$ cat config.mk
export PLATFORM = sky130hd
export DESIGN_NAME = rs_branch
export DESIGN_NICKNAME = d
export VERILOG_FILES = /design/src/rs_branch_pkg.sv /design/src/rs_slot_if.sv /design/src/rs_branch_slots.sv /design/src/rs_branch_tracker.sv /design/src/rs_branch_select.sv /design/src/rs_branch.sv
export VERILOG_INCLUDE_DIRS = /design/src
export SDC_FILE = /design/constraint.sdc
export NUM_CORES = 2
export LEC_CHECK = 0
export ABC_AREA = 1
export BUFFER_PORTS_ARGS = -buffer_cell sky130_fd_sc_hd__buf_4
export CORE_MARGIN = 2
export CORE_UTILIZATION = 45
export DETAILED_ROUTE_END_ITERATION = 16
export SYNTH_ARGS = -nofsm -noshare
export SYNTH_HDL_FRONTEND = slang
export SYNTH_SLANG_ARGS = --single-unit
$ cat constraint.sdc
create_clock -name clk -period 13 [get_ports clk]
set_clock_uncertainty 0.1 [all_clocks]
set_input_delay 1.3 -clock clk [delete_from_list [all_inputs] [get_ports clk]]
set_output_delay 1.3 -clock clk [all_outputs]
set_load 0.005 [all_outputs]
$ cat src/rs_branch_defines.svh
`ifndef RS_BRANCH_DEFINES_SVH
`define RS_BRANCH_DEFINES_SVH

// Station geometry
`define RS_ENT_NUM    4
`define RS_ENT_SEL    2

`define DATA_LEN      32
`define ADDR_LEN      32
`define RRF_SEL       6   // Rename register tag
`define SPECTAG_LEN   5   // One-hot branch tag
`define ALU_OP_WIDTH  4
`define OPCODE_LEN    7

// Result buses watched for wakeup
`define EX_PORTS      2

`endif

$ cat src/rs_branch_pkg.sv
`include "rs_branch_defines.svh"

package rs_branch_pkg;

  typedef logic [`DATA_LEN-1:0]     data_t;
  typedef logic [`ADDR_LEN-1:0]     addr_t;
  typedef logic [`RRF_SEL-1:0]      rrf_tag_t;
  typedef logic [`SPECTAG_LEN-1:0]  spectag_t;
  typedef logic [`ALU_OP_WIDTH-1:0] alu_op_t;
  typedef logic [`OPCODE_LEN-1:0]   opcode_t;

  typedef logic [`RS_ENT_SEL-1:0]   ent_sel_t;
  typedef logic [`RS_ENT_NUM-1:0]   ent_vec_t;  // One bit per entry

  // Everything a branch carries besides its operands
  typedef struct packed {
    addr_t    pc;
    data_t    imm;
    rrf_tag_t rrftag;
    logic     dstval;    // Writes a link register
    alu_op_t  alu_op;
    spectag_t spectag;
    opcode_t  opcode;
  } br_payload_t;

  // One execution result bus
  typedef struct packed {
    data_t    data;
    rrf_tag_t dst;
    logic     kill;      // Result is squashed, no wakeup
  } ex_result_t;

endpackage

$ cat src/rs_slot_if.sv
`timescale 1ns/1ps
`include "rs_branch_defines.svh"

interface rs_slot_if;
  import rs_branch_pkg::*;

  ent_vec_t    valid1;                  // Registered operand valid bits
  ent_vec_t    valid2;
  data_t       fwd_src1 [`RS_ENT_NUM];  // Operands with this cycle's wakeup applied
  data_t       fwd_src2 [`RS_ENT_NUM];
  br_payload_t payload  [`RS_ENT_NUM];

  modport slots (
    output valid1, valid2, fwd_src1, fwd_src2, payload
  );

  modport select (
    input valid1, valid2, fwd_src1, fwd_src2, payload
  );

  // Tracker only looks at the spectags
  modport track (
    input payload
  );

endinterface

$ cat src/rs_branch_slots.sv
`timescale 1ns/1ps
`include "rs_branch_defines.svh"

module rs_branch_slots (
  input  logic                     clk,
  input  logic                     reset,
  input  logic                     we1,
  input  logic                     we2,
  input  rs_branch_pkg::ent_sel_t    waddr1,
  input  rs_branch_pkg::ent_sel_t    waddr2,
  input  rs_branch_pkg::br_payload_t wpayload_1,
  input  rs_branch_pkg::br_payload_t wpayload_2,
  input  rs_branch_pkg::data_t       wsrc1_1,
  input  rs_branch_pkg::data_t       wsrc2_1,
  input  rs_branch_pkg::data_t       wsrc1_2,
  input  rs_branch_pkg::data_t       wsrc2_2,
  input  logic                     wvalid1_1,
  input  logic                     wvalid2_1,
  input  logic                     wvalid1_2,
  input  logic                     wvalid2_2,
  input  rs_branch_pkg::ex_result_t  ex_bus [`EX_PORTS],
  rs_slot_if.slots                 slot
);
  import rs_branch_pkg::*;

  br_payload_t payload  [`RS_ENT_NUM];
  data_t       src1     [`RS_ENT_NUM];  // Value, or rename tag while not valid
  data_t       src2     [`RS_ENT_NUM];
  ent_vec_t    valid1;
  ent_vec_t    valid2;

  data_t       nxt_src1 [`RS_ENT_NUM];
  data_t       nxt_src2 [`RS_ENT_NUM];
  ent_vec_t    nxt_valid1;
  ent_vec_t    nxt_valid2;

  ent_vec_t    wr1;  // Per-entry write strobes
  ent_vec_t    wr2;

  // Returns {resolved, value}
  function automatic logic [`DATA_LEN:0] wake(input data_t opr, input logic rdy,
                                              input ex_result_t bus [`EX_PORTS]);
    logic [`DATA_LEN:0] res;
    res = {rdy, opr};
    if (!rdy) begin
      // Walk downwards so the lowest matching bus is the last to land
      for (int b = `EX_PORTS - 1; b >= 0; b--) begin
        if (!bus[b].kill && opr[`RRF_SEL-1:0] == bus[b].dst) begin
          res = {1'b1, bus[b].data};
        end
      end
    end
    return res;
  endfunction

  always_comb begin
    for (int i = 0; i < `RS_ENT_NUM; i++) begin
      wr1[i] = we1 && (waddr1 == ent_sel_t'(i));
      wr2[i] = we2 && (waddr2 == ent_sel_t'(i)) && !wr1[i];  // Port 1 wins a clash
    end
  end

  always_comb begin
    for (int i = 0; i < `RS_ENT_NUM; i++) begin
      {nxt_valid1[i], nxt_src1[i]} = wake(src1[i], valid1[i], ex_bus);
      {nxt_valid2[i], nxt_src2[i]} = wake(src2[i], valid2[i], ex_bus);
    end
  end

  // Operand and payload storage
  always_ff @(posedge clk) begin
    for (int i = 0; i < `RS_ENT_NUM; i++) begin
      if (wr1[i]) begin
        payload[i] <= wpayload_1;
        src1[i]    <= wsrc1_1;
        src2[i]    <= wsrc2_1;
      end else if (wr2[i]) begin
        payload[i] <= wpayload_2;
        src1[i]    <= wsrc1_2;
        src2[i]    <= wsrc2_2;
      end else begin
        src1[i] <= nxt_src1[i];  // Keep woken values
        src2[i] <= nxt_src2[i];
      end
    end
  end

  always_ff @(posedge clk) begin
    if (reset) begin
      valid1 <= '0;
      valid2 <= '0;
    end else begin
      for (int i = 0; i < `RS_ENT_NUM; i++) begin
        if (wr1[i]) begin
          valid1[i] <= wvalid1_1;
          valid2[i] <= wvalid2_1;
        end else if (wr2[i]) begin
          valid1[i] <= wvalid1_2;
          valid2[i] <= wvalid2_2;
        end else begin
          valid1[i] <= nxt_valid1[i];
          valid2[i] <= nxt_valid2[i];
        end
      end
    end
  end

  assign slot.valid1   = valid1;
  assign slot.valid2   = valid2;
  assign slot.fwd_src1 = nxt_src1;  // Same-cycle forwarding
  assign slot.fwd_src2 = nxt_src2;
  assign slot.payload  = payload;

endmodule

$ cat src/rs_branch_tracker.sv
`timescale 1ns/1ps
`include "rs_branch_defines.svh"

module rs_branch_tracker (
  input  logic                   clk,
  input  logic                   reset,
  input  logic                   we1,
  input  logic                   we2,
  input  rs_branch_pkg::ent_sel_t  waddr1,
  input  rs_branch_pkg::ent_sel_t  waddr2,
  input  rs_branch_pkg::ent_sel_t  issue_addr,
  input  logic                   wspecbit_1,
  input  logic                   wspecbit_2,
  input  logic                   clear_busy,
  input  logic                   prmiss,
  input  logic                   prsuccess,
  input  rs_branch_pkg::spectag_t  prtag,
  input  rs_branch_pkg::spectag_t  specfixtag,
  rs_slot_if.track               slot,
  output rs_branch_pkg::ent_vec_t  busyvec,
  output rs_branch_pkg::ent_vec_t  prbusyvec_next,
  output rs_branch_pkg::ent_vec_t  spec_live
);
  import rs_branch_pkg::*;

  ent_vec_t specbitvec;
  ent_vec_t survive_miss;   // Entry not on the mispredicted path
  ent_vec_t keep_spec;      // Entry not resolved by this success
  ent_vec_t spec_success;

  always_comb begin
    for (int i = 0; i < `RS_ENT_NUM; i++) begin
      survive_miss[i] = (slot.payload[i].spectag & specfixtag) == '0;
      keep_spec[i]    = slot.payload[i].spectag != prtag;
    end
  end

  assign spec_success   = specbitvec & keep_spec;
  assign prbusyvec_next = busyvec & survive_miss;
  assign spec_live      = prsuccess ? spec_success : specbitvec;

  always_ff @(posedge clk) begin
    if (reset) begin
      busyvec    <= '0;
      specbitvec <= '0;
    end else if (prmiss) begin
      busyvec    <= prbusyvec_next;
      specbitvec <= '0;
    end else if (prsuccess) begin
      specbitvec <= spec_success;  // No allocation in this cycle
      if (clear_busy) begin
        busyvec[issue_addr] <= 1'b0;
      end
    end else begin
      // Port 2 first so port 1 overrides on a shared entry
      if (we2) begin
        busyvec[waddr2]    <= 1'b1;
        specbitvec[waddr2] <= wspecbit_2;
      end
      if (we1) begin
        busyvec[waddr1]    <= 1'b1;
        specbitvec[waddr1] <= wspecbit_1;
      end
      if (clear_busy) begin
        busyvec[issue_addr] <= 1'b0;
      end
    end
  end

endmodule

$ cat src/rs_branch_select.sv
`timescale 1ns/1ps
`include "rs_branch_defines.svh"

module rs_branch_select (
  input  rs_branch_pkg::ent_sel_t    issue_addr,
  input  rs_branch_pkg::ent_vec_t    busyvec,
  input  rs_branch_pkg::ent_vec_t    spec_live,
  rs_slot_if.select                slot,
  output rs_branch_pkg::ent_vec_t    ready,
  output rs_branch_pkg::data_t       ex_src1,
  output rs_branch_pkg::data_t       ex_src2,
  output rs_branch_pkg::br_payload_t payload,
  output logic                     specbit
);

  // Entry can issue once both operands are in
  always_comb begin
    for (int i = 0; i < `RS_ENT_NUM; i++) begin
      ready[i] = busyvec[i] & slot.valid1[i] & slot.valid2[i];
    end
  end

  // Read port for the entry picked by the issue logic
  assign ex_src1 = slot.fwd_src1[issue_addr];
  assign ex_src2 = slot.fwd_src2[issue_addr];
  assign payload = slot.payload[issue_addr];
  assign specbit = spec_live[issue_addr];  // Already reflects prsuccess

endmodule

$ cat src/rs_branch.sv
`timescale 1ns/1ps
`include "rs_branch_defines.svh"

module rs_branch (
  input  logic                     clk,
  input  logic                     reset,
  // Branch prediction events
  input  logic                     prmiss,
  input  logic                     prsuccess,
  input  rs_branch_pkg::spectag_t    prtag,
  input  rs_branch_pkg::spectag_t    specfixtag,
  output rs_branch_pkg::ent_vec_t    busyvec,
  output rs_branch_pkg::ent_vec_t    prbusyvec_next,
  // Issue
  input  logic                     clear_busy,
  input  rs_branch_pkg::ent_sel_t    issue_addr,
  output rs_branch_pkg::ent_vec_t    ready,
  output rs_branch_pkg::data_t       ex_src1,
  output rs_branch_pkg::data_t       ex_src2,
  output rs_branch_pkg::br_payload_t payload,
  output logic                     specbit,
  // Dispatch port 1
  input  logic                     we1,
  input  rs_branch_pkg::ent_sel_t    waddr1,
  input  rs_branch_pkg::br_payload_t wpayload_1,
  input  rs_branch_pkg::data_t       wsrc1_1,
  input  rs_branch_pkg::data_t       wsrc2_1,
  input  logic                     wvalid1_1,
  input  logic                     wvalid2_1,
  input  logic                     wspecbit_1,
  // Dispatch port 2
  input  logic                     we2,
  input  rs_branch_pkg::ent_sel_t    waddr2,
  input  rs_branch_pkg::br_payload_t wpayload_2,
  input  rs_branch_pkg::data_t       wsrc1_2,
  input  rs_branch_pkg::data_t       wsrc2_2,
  input  logic                     wvalid1_2,
  input  logic                     wvalid2_2,
  input  logic                     wspecbit_2,
  // Result buses
  input  rs_branch_pkg::data_t       exrslt [`EX_PORTS],
  input  rs_branch_pkg::rrf_tag_t    exdst  [`EX_PORTS],
  input  logic [`EX_PORTS-1:0]     kill_spec
);
  import rs_branch_pkg::*;

  ex_result_t ex_bus [`EX_PORTS];
  ent_vec_t   spec_live;

  rs_slot_if slot_bus ();

  always_comb begin
    for (int b = 0; b < `EX_PORTS; b++) begin
      ex_bus[b] = '{data: exrslt[b], dst: exdst[b], kill: kill_spec[b]};
    end
  end

  rs_branch_slots u_slots (
    .clk        (clk),
    .reset      (reset),
    .we1        (we1),
    .we2        (we2),
    .waddr1     (waddr1),
    .waddr2     (waddr2),
    .wpayload_1 (wpayload_1),
    .wpayload_2 (wpayload_2),
    .wsrc1_1    (wsrc1_1),
    .wsrc2_1    (wsrc2_1),
    .wsrc1_2    (wsrc1_2),
    .wsrc2_2    (wsrc2_2),
    .wvalid1_1  (wvalid1_1),
    .wvalid2_1  (wvalid2_1),
    .wvalid1_2  (wvalid1_2),
    .wvalid2_2  (wvalid2_2),
    .ex_bus     (ex_bus),
    .slot       (slot_bus.slots)
  );

  rs_branch_tracker u_tracker (
    .clk            (clk),
    .reset          (reset),
    .we1            (we1),
    .we2            (we2),
    .waddr1         (waddr1),
    .waddr2         (waddr2),
    .issue_addr     (issue_addr),
    .wspecbit_1     (wspecbit_1),
    .wspecbit_2     (wspecbit_2),
    .clear_busy     (clear_busy),
    .prmiss         (prmiss),
    .prsuccess      (prsuccess),
    .prtag          (prtag),
    .specfixtag     (specfixtag),
    .slot           (slot_bus.track),
    .busyvec        (busyvec),
    .prbusyvec_next (prbusyvec_next),
    .spec_live      (spec_live)
  );

  rs_branch_select u_select (
    .issue_addr (issue_addr),
    .busyvec    (busyvec),
    .spec_live  (spec_live),
    .slot       (slot_bus.select),
    .ready      (ready),
    .ex_src1    (ex_src1),
    .ex_src2    (ex_src2),
    .payload    (payload),
    .specbit    (specbit)
  );

endmodule

# == Yosys cells after proc, flatten, opt, wreduce, memory -nomap -nowiden ==
# Memories as Yosys holds them, arrays and structs flattened.
# Cells that the tools add are included.
# word_totals
register_bits,364
latchBits,0
mem_bits_rw,256
rom_bits,0
input_bits,409
out_inout_bits,164
word_cells,286
memories,2
# mem_list
name,depth,width,rd,rd_clocked_by_memory_dff,wr,line,rtl
u_slots.src1,4,32,4,0,4,rs_branch_slots.sv:27,data_t src1 [`RS_ENT_NUM];
u_slots.src2,4,32,4,0,4,rs_branch_slots.sv:28,data_t src2 [`RS_ENT_NUM];
# op_classes
add_sub_neg,0
multipliers,0
div,0
n_lt_le_gt_ge,7
eq_ne,27
shift,0
mux,134
bitwise,36
n_reduce_logical,48
# op_table
operator,count
$mux W87,10
$mux W33,24
$mux W32,20
$bmux W87 S2,1
$bmux W32 S2,2
$eq A6 B6 Y1,16
$mux W4,19
$mux W1,52
$logic_and A1 B1 Y1,31
$and A5 B5 Y5,4
$logic_not A5 Y1,4
$ne A5 B5 Y1,4
$and A4 B4 Y4,4
$or A1 B1 Y1,16
$lt A2 B3 Y1 const B,3
$and A1 B1 Y1,8
$bwmux W4,2
$eq A2 B2 Y1 const B,4
$or A4 B4 Y4,2
$reduce_bool A2 Y1,4
$demux W1 S2,3
$ge A2 B1 Y1 const B,3
$logic_not A1 Y1,6
$eq A2 B1 Y1 const B,2
7 further kinds,8

# == Longest topological paths before layout ==
# logic_depth
ltp_word,18
depth_mapped,16
ltp_nobuf,14

# == Cells and area by module ==
# From an unflattened synthesis, not the netlist that was laid out.
# hier_totals
cells_unflattened,7511
hier_area_um2,48146.2
# by_module_without_submodules
module,n_inst,cells_each,area_per_inst_um2,seq_area_each_um2
rs_branch_slots,1,5496,39598.0,18297.5
rs_branch_select,1,1778,7377.1,0.0
rs_branch_tracker,1,237,1171.1,160.2

# == Worst setup path before layout ==
# No wires, ideal clock.
# synth_path
kind,in2reg
from,in waddr2[0]
to,mem u_slots.src2[2][10] (netlist name) (data pin)
setup_time_ns,0.268
t_arrival_ns,8.931
t_required_ns,12.632
slack_ns,3.701
stages,8
n_path_buf,2
path_cell_list,inv_1 > nand2_1 > o21ai_0 > inv_1 > clkbuf_1 > buf_1 > nand3_1 > o211ai_1
# synth_rtl
item,line,rtl
start: declaration,rs_branch.sv:33,"input rs_branch_pkg::ent_sel_t waddr2,"
end: declaration,rs_branch_slots.sv:28,

# == Worst setup path after layout ==
# layout_path
from,in exdst[7] (netlist name)
to,out ex_src1[31]
# layout_via
elab_chain_cells,7
elab_cells_between_ends,19
cone_classes,4 x eq/ne; 11 x mux; 4 x reduce/logical
# layout_rtl
item,line,rtl
start: declaration,rs_branch.sv:42,"input rs_branch_pkg::rrf_tag_t exdst [`EX_PORTS],"
$eq A6 B6 Y1,rs_branch_slots.sv:48,if (!bus[b].kill && opr[`RRF_SEL-1:0] == bus[b].dst) begin
$logic_and A1 B1 Y1,rs_branch_slots.sv:48,
$mux W33,rs_branch_slots.sv:48,
$mux W33,rs_branch_slots.sv:45,if (!rdy) begin
$bmux W32 S2 (*),rs_branch_select.sv:24,assign ex_src1 = slot.fwd_src1[issue_addr];
$mux W32 (not written as such) (*) (2 in series),rs_branch_select.sv:24,
end: declaration,rs_branch.sv:18,"output rs_branch_pkg::data_t ex_src1,"
# Every way passes the cells marked *; elsewhere a longest branch is shown, timed or not. The select of a mux whose other input is x is not followed.

==> summary.txt <==
Yosys
  • Synth cell types: 38
  • Mean Syn Cell Area: roughly 7.3 µm²
  • Primary FF master, synth: edfxtp_1
  • Sequential area share after synthesis: 43.8%
  • Warnings from Yosys: 0
  • Asr flop ratio synth: 0%
  • Cell area after synthesis: 0.0422 mm²
  • Synth Register Bits: 620
  • Post-Syn Instances: approximately 5800
  • Post-synth EDFFs: just over 600

Critical path
  • FF-to-FF path depth: 13
  • Crit-path most repeated cell: nand2_1
  • Arrival time worst endpoint: 4.74 ns
  • CP required: 11.60 ns
  • Crit-path max FO: 33
  • Max stage delay on crit path: 0.66 ns
  • Critical path class: in -> out
  • Critical path launch point type: input port
  • CP max-delay cell: nand2_2
  • Endpoint type of the worst setup path: output pin
  • Crit-path cells: buf_4 -> inv_2 -> nand2_1 -> nand3_1 -> nor2_2 -> buf_4 -> nand2_2 -> nand2_1 -> nand2_2 -> nand2_1 -> nand3_1 -> nand2_1 -> inv_1 -> nand2_1 -> buf_4

Cells and area
  • Fill cells: 9229
  • Commonest non-fill, non-tap cell in the layout: nand2_1
  • Layout Utilization: 53.9%
  • Fraction of layout cells with a size suffix above 1: 14.3%
  • Layout Cells excl Fill: 7657
  • Register Area: 0.0185 mm²
  • Area delta synth->final: 19.1%
  • Multi-input gate area: 0.0202 mm²
  • Nets@finish: 6738
  • Most frequent cells in the layout: 1746 x nand2_1, 1086 x nand3_1, 710 x inv_1

Routing
  • Drt wl/cell: 23.7 µm
  • Routed via count: 43715
  • # DRC: 0
  • Via/cell ratio: 5.71
  • Initial DRC count: 5637
  • Final wirelength: 182000 µm
  • TritonRoute pass-1 iters: 8
  • Remaining antenna violation count: 0

Placement
  • Port bufs: 572
  • Placer congestion estimate: 0.973
  • Dpl cells: 7506
  • Detailed placement HPWL: 114000 µm

Power
  • Reg power frac: 42.8%
  • Psw: about 1800 µW
  • Total power: roughly 5800 µW
  • Worst vdd ir: 0.0888 mV
  • Sw Share: 30.9%
  • LEAKAGE: 0.0238 µW
  • Clock network fraction of total power: between 30% and 40%
  • Comb power frac: 21.9%
  • P per Cell Area: approximately 120 mW/mm²
  • Power Internal: 4040 µW

Timing
  • Final Critical Period: 6.14 ns
  • RSZ-0062 raised after global routing: no
  • Worst-Margin Slew: between 1 and 1.5 ns
  • Slew HR: 10.9%
  • Max Slew Vio Count: 0
  • Setup violators final: 0
  • Fin crit share: 47.3%
  • Max Freq: 163 MHz
  • Endpoints failing hold: 0
  • Min Hold Slack: 0.404 ns
  • Fin Setup TNS: 0 ns

CTS
  • CTS tree: done
  • Clock sink total: 620
  • Num CTS Buffers: between 70 and 80
  • Worst-Skew Late Latency: about 0.65 ns
  • Clock Path Buffers: 3
  • Post-cts sizing count: 0
  • Root Driver: clkbuf_16
  • H-tree levels: 3
  • CTS clock-pin slew for the worst setup and hold paths: 0.05 ns
  • Setup repair bufs after CTS: 0
  • CTS Hold Bufs: 0

Die
  • Initial Util: 45.3%
  • Area of the die: about 0.096 mm²
  • Die W: just over 300 µm
  • Rows: roughly 110
  • Die H: roughly 310 µm
  • CORE AREA: 0.0930 mm²
  • I/O pins: between 500 and 600

Run status
  • Status: completed

GRT
  • Total Routing Usage GR: 37.0%
  • Largest net degree at the start of global routing: 159
  • Antenna violations before repair: 37
  • GRT met1 Usage: 45.1%
  • Met2 Track Usage GR: 59.2%
  • First-pass GRT wire length: 263000 µm
  • Gr ovfl total: 0
  • Met3 Resource Use GR: 10.0%
  • GR peak layer: met2
  • Vias in the first global route: 41058

Hold path
  • Hold Path Class: reg -> reg
  • Min-Delay Path Depth: 2

Run
  • Max Cap Viol: 0
==> worst max-delay path: cells and delay by family <==
family	cells	cell delay, ns
AND/OR/NAND/NOR	10	2.52
buffers and inverters	5	0.87
==> cells by family (layout without fill, tap and decap cells) <==
family                    Yosys count  in the layout  synth area share (%)
AOI/OAI and AO/OA                 927            927                  13.9
xor gates and xnor gates           19             19                 0.395
buffers and inverters            1167           1512                  11.0
DFF                               620            620                  43.8
other                               1            272               0.00890
and+or+nand+nor                  3053           3053                  30.9
==> power groups by stage <==
stage	combinational [µW]	sequential, µW	clock, µW
6_report	1280	2500	2070
4_1_cts	1260	2500	2080
5_1_grt	1390	2510	2160
2_1_floorplan	719	2520	0
3_5_place_dp	1250	2540	0
3_3_place_gp	1240	2530	0
==> cells in the mapped netlist, types with 2 or more instances <==
cell type / instances / area, µm²
nand2_1: 1749 / 6570
nand3_1: 1089 / 5450
inv_1: 717 / 2690
edfxtp_1: 604 / 18100
o21ai_0: 369 / 1850
clkbuf_1: 265 / 995
o211ai_1: 198 / 1490
nor2_1: 144 / 541
a22oi_1: 127 / 953
buf_2: 98 / 490
o22ai_1: 81 / 507
a31o_2: 65 / 569
a21oi_1: 60 / 300
buf_1: 46 / 173
or2_2: 32 / 200
buf_6: 16 / 180
dfxtp_1: 16 / 320
xnor2_1: 14 / 123
nand2_2: 11 / 68.8
nor2_2: 11 / 68.8
a31oi_1: 10 / 62.6
inv_2: 10 / 37.5
clkinv_1: 9 / 33.8
nor3_1: 9 / 45.0
o221ai_1: 7 / 61.3
buf_4: 6 / 45.0
xor2_1: 5 / 43.8
nor2_4: 3 / 33.8
o2111ai_1: 3 / 26.3
a211oi_1: 2 / 15.0
nand3b_1: 2 / 15.0
nor3b_1: 2 / 15.0
o31ai_1: 2 / 15.0
==> metal layers <==
| metal | wire length, µm | up-vias |
|---|---|---|
| li1 | - | 20345 |
| met1 | 66800 | 20211 |
| met2 | 82500 | 2585 |
| met3 | 21400 | 532 |
| met4 | 10900 | 42 |
| met5 | 280 | - |
==> layout make-up <==
class	count	share of cell area, %
timing repair buffer	641	9.66
multi-input combinational	4255	40.2
antenna	16	0.0798
inverter	736	5.52
tap	1254	3.13
sequential	620	36.8
clock buffer	97	4.13
clock inverter	38	0.523
==> sequential cells by signal, indices dropped and copies added (netlist names) <==
name                  count
u_tracker.specbitvec      4
u_slots.slot.valid2       4
u_tracker.busyvec         4
u_slots.src2            128
u_slots.slot.payload    348
u_slots.src1            128
u_slots.slot.valid1       4
==> worst paths after layout <==
check                           from                       to  slack (ns)
max                         exdst[7]              ex_src1[31]        6.86
min          u_tracker.specbitvec[0]  u_tracker.specbitvec[0]        0.40
max reg2reg       u_slots.src1[1][1]      u_slots.src1[1][31]        9.26
min reg2reg  u_tracker.specbitvec[0]  u_tracker.specbitvec[0]        0.40
==> stage by stage <==
stage          instance area [µm²]  setup WS [ns]
6_report                     50200           6.86
3_5_place_dp                 47800           7.06
2_1_floorplan                43100           3.70
5_1_grt                      50200           6.79
4_1_cts                      50200           7.05
3_3_place_gp                 47800           7.09
(Power assumes the default switching activity.)
